$ cat src/hdl/loader_pkg.sv
//======================================================================
// Shared widths, loader constants, enums and packed structs
// for the download loader
//======================================================================

package loader_pkg;

	//======================================================================
	// Widths and memory timing
	//======================================================================

	localparam int ADDR_W      = 25;
	localparam int DATA_W      = 8;
	localparam int SLOT_PERIOD = 16;
	localparam int SLOT_PHASE  = 11;
	localparam int PHASE_W     = $clog2(SLOT_PERIOD);

	//======================================================================
	// Cartridge image layout
	//======================================================================

	localparam logic [ADDR_W-1:0] CRT_BASE       = 25'h100000;
	localparam logic [ADDR_W-1:0] CRT_DATA_START = 25'h40;
	localparam int                CHIP_HDR_LEN   = 16;
	// 8 KB bank boundary
	localparam int                ALIGN_BITS     = 13;

	// File header fields, id is stored high byte first
	localparam logic [ADDR_W-1:0] CRT_ID_OFS     = 25'h16;
	localparam logic [ADDR_W-1:0] CRT_EXROM_OFS  = 25'h18;
	localparam logic [ADDR_W-1:0] CRT_GAME_OFS   = 25'h19;

	// Host file index, as sent by the menu
	typedef enum logic [7:0] {
		FILE_OTHER = 8'd0,
		FILE_PRG   = 8'd2,
		FILE_CRT   = 8'd3
	} file_kind_e;

	typedef enum logic [2:0] {
		PARSE_IDLE,
		PARSE_PRG_ADDR,
		PARSE_PRG_DATA,
		PARSE_CRT_FILE_HDR,
		PARSE_CRT_CHIP_HDR,
		PARSE_CRT_CHIP_DATA
	} parse_state_e;

	// One download byte and its strobe
	typedef struct packed {
		logic              wr;
		logic [ADDR_W-1:0] addr;
		logic [DATA_W-1:0] data;
	} host_byte_t;

	// Parser to address unit, all flags are single-cycle pulses
	typedef struct packed {
		logic              set_lo;
		logic              set_hi;
		logic              set_base;
		logic              align;
		logic              push;
		logic [DATA_W-1:0] data;
	} addr_cmd_t;

	typedef struct packed {
		logic              we;
		logic [ADDR_W-1:0] addr;
		logic [DATA_W-1:0] data;
	} mem_wr_t;

	typedef struct packed {
		logic [7:0]  bank_type;
		logic [15:0] bank_num;
		logic [15:0] load_addr;
		logic [15:0] size;
	} bank_info_t;

	typedef struct packed {
		logic [15:0] id;
		logic [7:0]  exrom;
		logic [7:0]  game;
	} cart_info_t;

endpackage

$ cat src/hdl/file_parser.sv
//======================================================================
// Download byte classifier for program files and cartridge images
// Issues load-address commands, bank descriptions and attach state
//======================================================================

module file_parser
	import loader_pkg::*;
(
	input  logic       clk_sys,
	input  logic       reset_n,
	input  logic       dl_active_i,
	input  file_kind_e dl_index_i,
	input  host_byte_t dl_byte_i,
	output addr_cmd_t  addr_cmd_o,
	output bank_info_t bank_info_o,
	output logic       bank_valid_o,
	output cart_info_t cart_info_o,
	output logic       cart_attached_o
);

	parse_state_e state_q;
	logic         dl_active_q;
	logic [3:0]   hdr_cnt_q;
	logic [31:0]  blk_len_q;
	addr_cmd_t    cmd_q;
	bank_info_t   bank_q;
	cart_info_t   cart_q;
	logic         bank_valid_q;
	logic         attached_q;
	logic         dl_start;
	logic         dl_end;
	logic         crt_path;

	assign dl_start = dl_active_i & ~dl_active_q;
	assign dl_end   = ~dl_active_i & dl_active_q;
	assign crt_path = state_q inside {PARSE_CRT_FILE_HDR, PARSE_CRT_CHIP_HDR,
		PARSE_CRT_CHIP_DATA};

	//======================================================================
	// Control FSM and command pulses
	//======================================================================

	always_ff @(posedge clk_sys) begin
		if (!reset_n) begin
			state_q      <= PARSE_IDLE;
			dl_active_q  <= 1'b0;
			hdr_cnt_q    <= '0;
			cmd_q        <= '0;
			bank_valid_q <= 1'b0;
			attached_q   <= 1'b0;
		end else begin
			dl_active_q  <= dl_active_i;
			cmd_q        <= '0;
			cmd_q.data   <= dl_byte_i.data;
			bank_valid_q <= 1'b0;
			if (dl_start) begin
				hdr_cnt_q <= '0;
				case (dl_index_i)
					FILE_PRG: state_q <= PARSE_PRG_ADDR;
					FILE_CRT: state_q <= PARSE_CRT_FILE_HDR;
					default:  state_q <= PARSE_IDLE;
				endcase
			end else if (dl_end) begin
				if (crt_path)
					attached_q <= 1'b1;
				state_q <= PARSE_IDLE;
			end else if (dl_byte_i.wr) begin
				case (state_q)
					PARSE_PRG_ADDR: begin
						// Load address comes low byte first
						if (dl_byte_i.addr == '0) begin
							cmd_q.set_lo <= 1'b1;
						end else begin
							cmd_q.set_hi <= 1'b1;
							state_q      <= PARSE_PRG_DATA;
						end
					end
					PARSE_PRG_DATA: cmd_q.push <= 1'b1;
					PARSE_CRT_FILE_HDR: begin
						if (dl_byte_i.addr == '0)
							cmd_q.set_base <= 1'b1;
						if (dl_byte_i.addr == CRT_DATA_START - 1'b1)
							state_q <= PARSE_CRT_CHIP_HDR;
					end
					PARSE_CRT_CHIP_HDR: begin
						hdr_cnt_q <= hdr_cnt_q + 4'd1;
						if (hdr_cnt_q == 4'd0)
							cmd_q.align <= 1'b1;
						if (hdr_cnt_q == 4'd15) begin
							bank_valid_q <= 1'b1;
							// Empty packet goes straight to the next header
							state_q <= (blk_len_q == '0) ? PARSE_CRT_CHIP_HDR
								: PARSE_CRT_CHIP_DATA;
						end
					end
					PARSE_CRT_CHIP_DATA: begin
						cmd_q.push <= 1'b1;
						if (blk_len_q == 32'd1)
							state_q <= PARSE_CRT_CHIP_HDR;
					end
					default: ;
				endcase
			end
		end
	end

	//======================================================================
	// Header field capture
	//======================================================================

	always_ff @(posedge clk_sys) begin
		if (dl_byte_i.wr) begin
			case (state_q)
				PARSE_CRT_FILE_HDR: begin
					case (dl_byte_i.addr)
						CRT_ID_OFS:         cart_q.id[15:8] <= dl_byte_i.data;
						CRT_ID_OFS + 1'b1:  cart_q.id[7:0]  <= dl_byte_i.data;
						CRT_EXROM_OFS:      cart_q.exrom    <= dl_byte_i.data;
						CRT_GAME_OFS:       cart_q.game     <= dl_byte_i.data;
						default: ;
					endcase
				end
				PARSE_CRT_CHIP_HDR: begin
					// Packet length is big-endian and includes the header
					case (hdr_cnt_q)
						4'd4:  blk_len_q[31:24]        <= dl_byte_i.data;
						4'd5:  blk_len_q[23:16]        <= dl_byte_i.data;
						4'd6:  blk_len_q[15:8]         <= dl_byte_i.data;
						4'd7:  blk_len_q[7:0]          <= dl_byte_i.data;
						4'd8:  blk_len_q <= blk_len_q - 32'(CHIP_HDR_LEN);
						4'd9:  bank_q.bank_type        <= dl_byte_i.data;
						4'd10: bank_q.bank_num[15:8]   <= dl_byte_i.data;
						4'd11: bank_q.bank_num[7:0]    <= dl_byte_i.data;
						4'd12: bank_q.load_addr[15:8]  <= dl_byte_i.data;
						4'd13: bank_q.load_addr[7:0]   <= dl_byte_i.data;
						4'd14: bank_q.size[15:8]       <= dl_byte_i.data;
						4'd15: bank_q.size[7:0]        <= dl_byte_i.data;
						default: ;
					endcase
				end
				PARSE_CRT_CHIP_DATA: blk_len_q <= blk_len_q - 32'd1;
				default: ;
			endcase
		end
	end

	assign addr_cmd_o      = cmd_q;
	assign bank_info_o     = bank_q;
	assign bank_valid_o    = bank_valid_q;
	assign cart_info_o     = cart_q;
	assign cart_attached_o = attached_q;

	// A data byte never moves the load address in the same cycle
	a_push_excl: assert property (@(posedge clk_sys) disable iff (!reset_n)
		cmd_q.push |-> !(cmd_q.set_lo || cmd_q.set_hi || cmd_q.set_base || cmd_q.align))
		else $error("push issued together with an address command");

endmodule

$ cat src/hdl/load_addr_unit.sv
//======================================================================
// Load-address register and single-byte write buffer
//======================================================================

module load_addr_unit
	import loader_pkg::*;
(
	input  logic      clk_sys,
	input  logic      reset_n,
	input  addr_cmd_t addr_cmd_i,
	input  logic      slot_start_i,
	output mem_wr_t   mem_wr_o,
	output logic      busy_o
);

	logic [ADDR_W-1:0] load_addr_q;
	logic [DATA_W-1:0] wr_data_q;
	logic              pending_q;
	logic              wr_fire;

	// Pending byte goes out in the first slot we are given
	assign wr_fire = pending_q & slot_start_i;

	always_ff @(posedge clk_sys) begin
		if (!reset_n) begin
			load_addr_q <= '0;
			pending_q   <= 1'b0;
		end else begin
			if (wr_fire) begin
				load_addr_q <= load_addr_q + 1'b1;
				pending_q   <= 1'b0;
			end else if (addr_cmd_i.set_lo) begin
				// Program addresses live in the low 64 KB
				load_addr_q <= ADDR_W'(addr_cmd_i.data);
			end else if (addr_cmd_i.set_hi) begin
				load_addr_q[15:8] <= addr_cmd_i.data;
			end else if (addr_cmd_i.set_base) begin
				load_addr_q <= CRT_BASE;
			end else if (addr_cmd_i.align) begin
				// Round up to the next bank
				// An aligned address stays put
				if (load_addr_q[ALIGN_BITS-1:0] != '0) begin
					load_addr_q[ALIGN_BITS-1:0]      <= '0;
					load_addr_q[ADDR_W-1:ALIGN_BITS] <=
						load_addr_q[ADDR_W-1:ALIGN_BITS] + 1'b1;
				end
			end
			if (addr_cmd_i.push)
				pending_q <= 1'b1;
		end
	end

	always_ff @(posedge clk_sys) begin
		if (addr_cmd_i.push)
			wr_data_q <= addr_cmd_i.data;
	end

	assign mem_wr_o = '{we: wr_fire, addr: load_addr_q, data: wr_data_q};

	// Host sees busy from the push until the write leaves
	assign busy_o = (pending_q & ~slot_start_i) | addr_cmd_i.push;

	//======================================================================
	// Checks
	//======================================================================

	// Writes only inside the loader slot
	a_we_in_slot: assert property (@(posedge clk_sys) disable iff (!reset_n)
		mem_wr_o.we |-> slot_start_i)
		else $error("memory write outside the loader slot");

	// Host honours busy, so a new byte never lands on a pending one
	a_no_overrun: assert property (@(posedge clk_sys) disable iff (!reset_n)
		addr_cmd_i.push |-> !pending_q)
		else $error("byte pushed while previous byte still pending");

endmodule

$ cat src/hdl/loader_top.sv
//======================================================================
// Download loader top with slot timer, parser and address unit
//======================================================================

module loader_top
	import loader_pkg::*;
(
	input  logic       clk_sys,
	input  logic       reset_n,
	input  logic       dl_active_i,
	input  file_kind_e dl_index_i,
	input  host_byte_t dl_byte_i,
	output mem_wr_t    mem_wr_o,
	output logic       busy_o,
	output bank_info_t bank_info_o,
	output logic       bank_valid_o,
	output cart_info_t cart_info_o,
	output logic       cart_attached_o
);

	logic      slot_start;
	addr_cmd_t addr_cmd;

	slot_timer slot_timer_inst (
		.clk_sys      (clk_sys),
		.reset_n      (reset_n),
		.slot_start_o (slot_start)
	);

	file_parser file_parser_inst (
		.clk_sys         (clk_sys),
		.reset_n         (reset_n),
		.dl_active_i     (dl_active_i),
		.dl_index_i      (dl_index_i),
		.dl_byte_i       (dl_byte_i),
		.addr_cmd_o      (addr_cmd),
		.bank_info_o     (bank_info_o),
		.bank_valid_o    (bank_valid_o),
		.cart_info_o     (cart_info_o),
		.cart_attached_o (cart_attached_o)
	);

	// Memory side, one byte in flight at a time
	load_addr_unit load_addr_unit_inst (
		.clk_sys      (clk_sys),
		.reset_n      (reset_n),
		.addr_cmd_i   (addr_cmd),
		.slot_start_i (slot_start),
		.mem_wr_o     (mem_wr_o),
		.busy_o       (busy_o)
	);

endmodule

$ cat src/hdl/slot_timer.sv
//======================================================================
// Memory phase counter with the loader's write-slot pulse
//======================================================================

module slot_timer
	import loader_pkg::*;
(
	input  logic clk_sys,
	input  logic reset_n,
	output logic slot_start_o
);

	logic [PHASE_W-1:0] phase_q;

	// Free-running phase, one full turn per memory cycle
	always_ff @(posedge clk_sys) begin
		if (!reset_n) begin
			phase_q <= '0;
		end else if (phase_q == PHASE_W'(SLOT_PERIOD - 1)) begin
			phase_q <= '0;
		end else begin
			phase_q <= phase_q + 1'b1;
		end
	end

	// The loader owns memory in exactly one phase of the cycle
	assign slot_start_o = (phase_q == PHASE_W'(SLOT_PHASE));

endmodule

$ cat config.mk
export PLATFORM = sky130hd
export DESIGN_NAME = loader_top
export DESIGN_NICKNAME = d
export VERILOG_FILES = /design/src/hdl/loader_pkg.sv /design/src/hdl/file_parser.sv /design/src/hdl/load_addr_unit.sv /design/src/hdl/loader_top.sv /design/src/hdl/slot_timer.sv
export SDC_FILE = /design/constraint.sdc
export NUM_CORES = 1
export LEC_CHECK = 0
export BUFFER_PORTS_ARGS = -buffer_cell sky130_fd_sc_hd__buf_2
export CAP_MARGIN = 20
export CORE_MARGIN = 2
export CORE_UTILIZATION = 40
export CTS_CLUSTER_SIZE = 8
export DETAILED_ROUTE_END_ITERATION = 6
export HOLD_SLACK_MARGIN = 0.12
export PLACE_DENSITY_LB_ADDON = 0.15
export SYNTH_ARGS = -nofsm -noshare
export SYNTH_HDL_FRONTEND = slang
export SYNTH_SLANG_ARGS = --single-unit
$ cat constraint.sdc
create_clock -name clk_sys -period 6.1 [get_ports clk_sys]
set_clock_uncertainty 0.1 [all_clocks]
set_input_delay 1.83 -clock clk_sys [delete_from_list [all_inputs] [get_ports clk_sys]]
set_output_delay 1.83 -clock clk_sys [all_outputs]
set_load 0.02 [all_outputs]
==> results.toml <==
[grt]
grt_usage = 0.1985
grt.overflow.total = 0
grt_start_max_net_pins = 31
antenna_found_initial = 2
grt_pass1_vias = 5856
grt_pass1_wl_microns = 33000

[floorplan]
die_w_microns = 145.8
die_area_sq_mm = 0.02125
placementRows = 51
ios = 170
start_util = 0.4105
die_y_microns = 145.8
coreArea_sq_mm = 0.01959

[logic_synthesis]
synth_edf_count = 128
ys.flop_type = "edfxtp_1"
synth_top_cell_by_area = "edfxtp_1"
synth_nets = 784
ys_seq_elements = 181
seq_area_frac_synth = 0.6099
yosysUniqueCellTypes = 61
postSynth.asyncResetShare = 0
yosysWarnings = 0
syn_area_per_cell_sq_um = 11.09
synth_top_area_frac = 0.4780
syn_area_sq_mm = 0.008041
ys_top_cells_by_area = "edfxtp_1 (48%), dfxtp_1 (13%), a21oi_1 (3.4%)"
synth_cells = 725

[detailed_routing]
drtIter0Drc = 440
ant_nets = 0
via_per_inst = 5.497
vias = 6448
wl_microns = 21530
first_pass_iters = 5
wl_per_cell_microns = 18.36
drc = 0

[sta]
tns_ns = 0
finalSetupViolCount = 0
worstMarginPinSlew_ns = 1.035
min_period_over_period = 0.6706
maxSlewHeadroom = 0.3046
rsz0062_at_grt = "false"
slew_violations = 0
period_needed_ns = 4.091
fmax_ghz = 0.2444
hold_viol_final = 0

[flow_run]
drv_cap = 0

[final_layout]
fin_util = 0.4966
layout_commonest_cell = "buf_2"
layout_common_cells = "buf_2 (169), edfxtp_1 (128), nor2_1 (68), nand2_1 (63), a21oi_1 (54)"
finalNetCount = 952
layout-drive-gt1-share = 0.2439
fill_cells = 1810
syn_to_final_growth_pct = 20.97

[worst_setup_path]
worst-path-buf-inv = 2
cp.required_ns = 6.05
worstPathCellList = "buf_2 > nor4_1 > nand4_1 > or4_1 > inv_1 > nand2_1 > nor3_1"
max_stage_delay_ns = 0.82
criticalPathCategory = "input port to flop"
cp_top_family = "simple AND/OR/NAND/NOR gates"
cp_max_fo = 8
crit_path_end_kind = "flop"
cp_data_arrival_time_ns = 4.04
cp-start-kind = "input port"
cp_slowest_cell = "nor3_1"

[status]
status = "complete, no violations"

[min_path]
hp-class = "flop to flop"

[cts]
h-tree-depth = 4
cts_resized = 0
cts_tree = "yes"
cts_buffers = 17
cts_buffer_depth = 2
post-cts-setup-buffers = 0
cts-root-buf = "clkbuf_16"
clk_pin_slew_ns = 0.07
cts.sinks = 181
insertion_delay_ns = 0.43
hold_buffers = 0

[placed_design]
post-dp-hpwl_microns = 15200
port_buffers = 169
gp_congestion = 0.8560

[power]
p_total_uw = 2475
ir_drop_v = 0.0001791
p_leak_uw = 0.003616
power_density_mw_per_mm2 = 254.4
## worst paths after layout
kind | start | end | slack, ns | depth (start not counted)
max | dl_byte_i[20] | file_parser_inst.cart_info_o[23] | 2.01 | 7
min | slot_timer_inst.phase_q[0] | slot_timer_inst.phase_q[0] | 0.37 | 1
max reg2reg | slot_timer_inst.phase_q[0] | load_addr_unit_inst.load_addr_q[20] | 2.89 | 11
min reg2reg | slot_timer_inst.phase_q[0] | slot_timer_inst.phase_q[0] | 0.37 | 1
## routing by layer
layer / up-vias / GRT usage / wire (microns)
li1: 3069 / - / -
met3: 38 / 0.03950 / 1089
met5: - / 0 / 0
met4: 0 / 0.08824 / 636
met2: 231 / 0.3191 / 10170
met1: 3110 / 0.2607 / 9638
## Yosys cell counts, types with 5 or more instances
master      n
nand2_1    63
ha_1       14
a21o_1      9
nor2_1     68
o21ai_0    39
and3_1     13
a21oi_1    54
nor3_1     32
dfxtp_1    53
and2_1     24
nor4_1     11
o21a_1      5
a31oi_1    13
a311oi_1   10
or3_1       9
o31ai_1    10
xnor2_1     7
nor3b_1     5
or2_2       5
or4_1       5
edfxtp_1  128
nand3_1    17
nand3b_1    6
clkbuf_1   20
xor2_1      9
nand4_1     9
inv_1      20
## state kept, by name (all words and copies together), names as in the netlist, 4 cells and up
signal and cells:
file_parser_inst.addr_cmd_o 13, file_parser_inst.bank_info_o 56, file_parser_inst.blk_len_q 32, file_parser_inst.cart_info_o 32
file_parser_inst.hdr_cnt_q 4, load_addr_unit_inst.load_addr_q 25, load_addr_unit_inst.wr_data_q 8, slot_timer_inst.phase_q 4
## worst register-to-register path, cell delays in order (launching register included)
cell and delay, ns:
dfxtp_1 0.38, ha_1 0.27, nand4_1 0.11, buf_4 0.22, inv_1 0.07, buf_4 0.20
nor3b_1 0.07, buf_4 0.18, a21oi_1 0.50, o21ai_0 0.44, or3_1 0.45, a21oi_1 0.14
## power breakdown
group | total [uW] | switching, uW | internal, uW
logic | 72.6 | 46.3 | 26.4
registers | 1330 | 7.50 | 1320
clock network | 1080 | 527 | 550
## layout make-up
| class | count | area [sq um] | share of cell area |
|---|---|---|---|
| clock inverter | 14 | 147.6 | 0.01518 |
| tap | 265 | 331.6 | 0.03408 |
| sequential | 181 | 4905 | 0.5042 |
| clock buffer | 18 | 429.2 | 0.04412 |
| multi-input combinational | 498 | 2944 | 0.3026 |
| antenna | 2 | 5.005 | 0.0005145 |
| timing repair buffer | 175 | 890.9 | 0.09158 |
| inverter | 20 | 75.07 | 0.007717 |
## through the flow
stage	hold WS (ns)	cell area [sq um]	setup WS, ns	instances
2_1_floorplan	0.3296	8041	1.906	725
3_3_place_gp	0.3533	9146	1.642	1139
3_5_place_dp	0.3613	9146	1.601	1139
4_1_cts	0.3783	9723	2.051	1171
5_1_grt	0.3925	9728	1.836	1173
6_report	0.3715	9728	2.009	1173
## logic make-up after synthesis
family,synth area share
AND/OR/NAND/NOR,0.1830
flip-flops,0.6099
AO/OA/AOI/OAI,0.1402
buffers and inverters,0.02396
XOR/XNOR,0.01743
adder cells (fa/ha/maj),0.02178
multiplexers,0.003734
(Power assumes the default switching activity.)
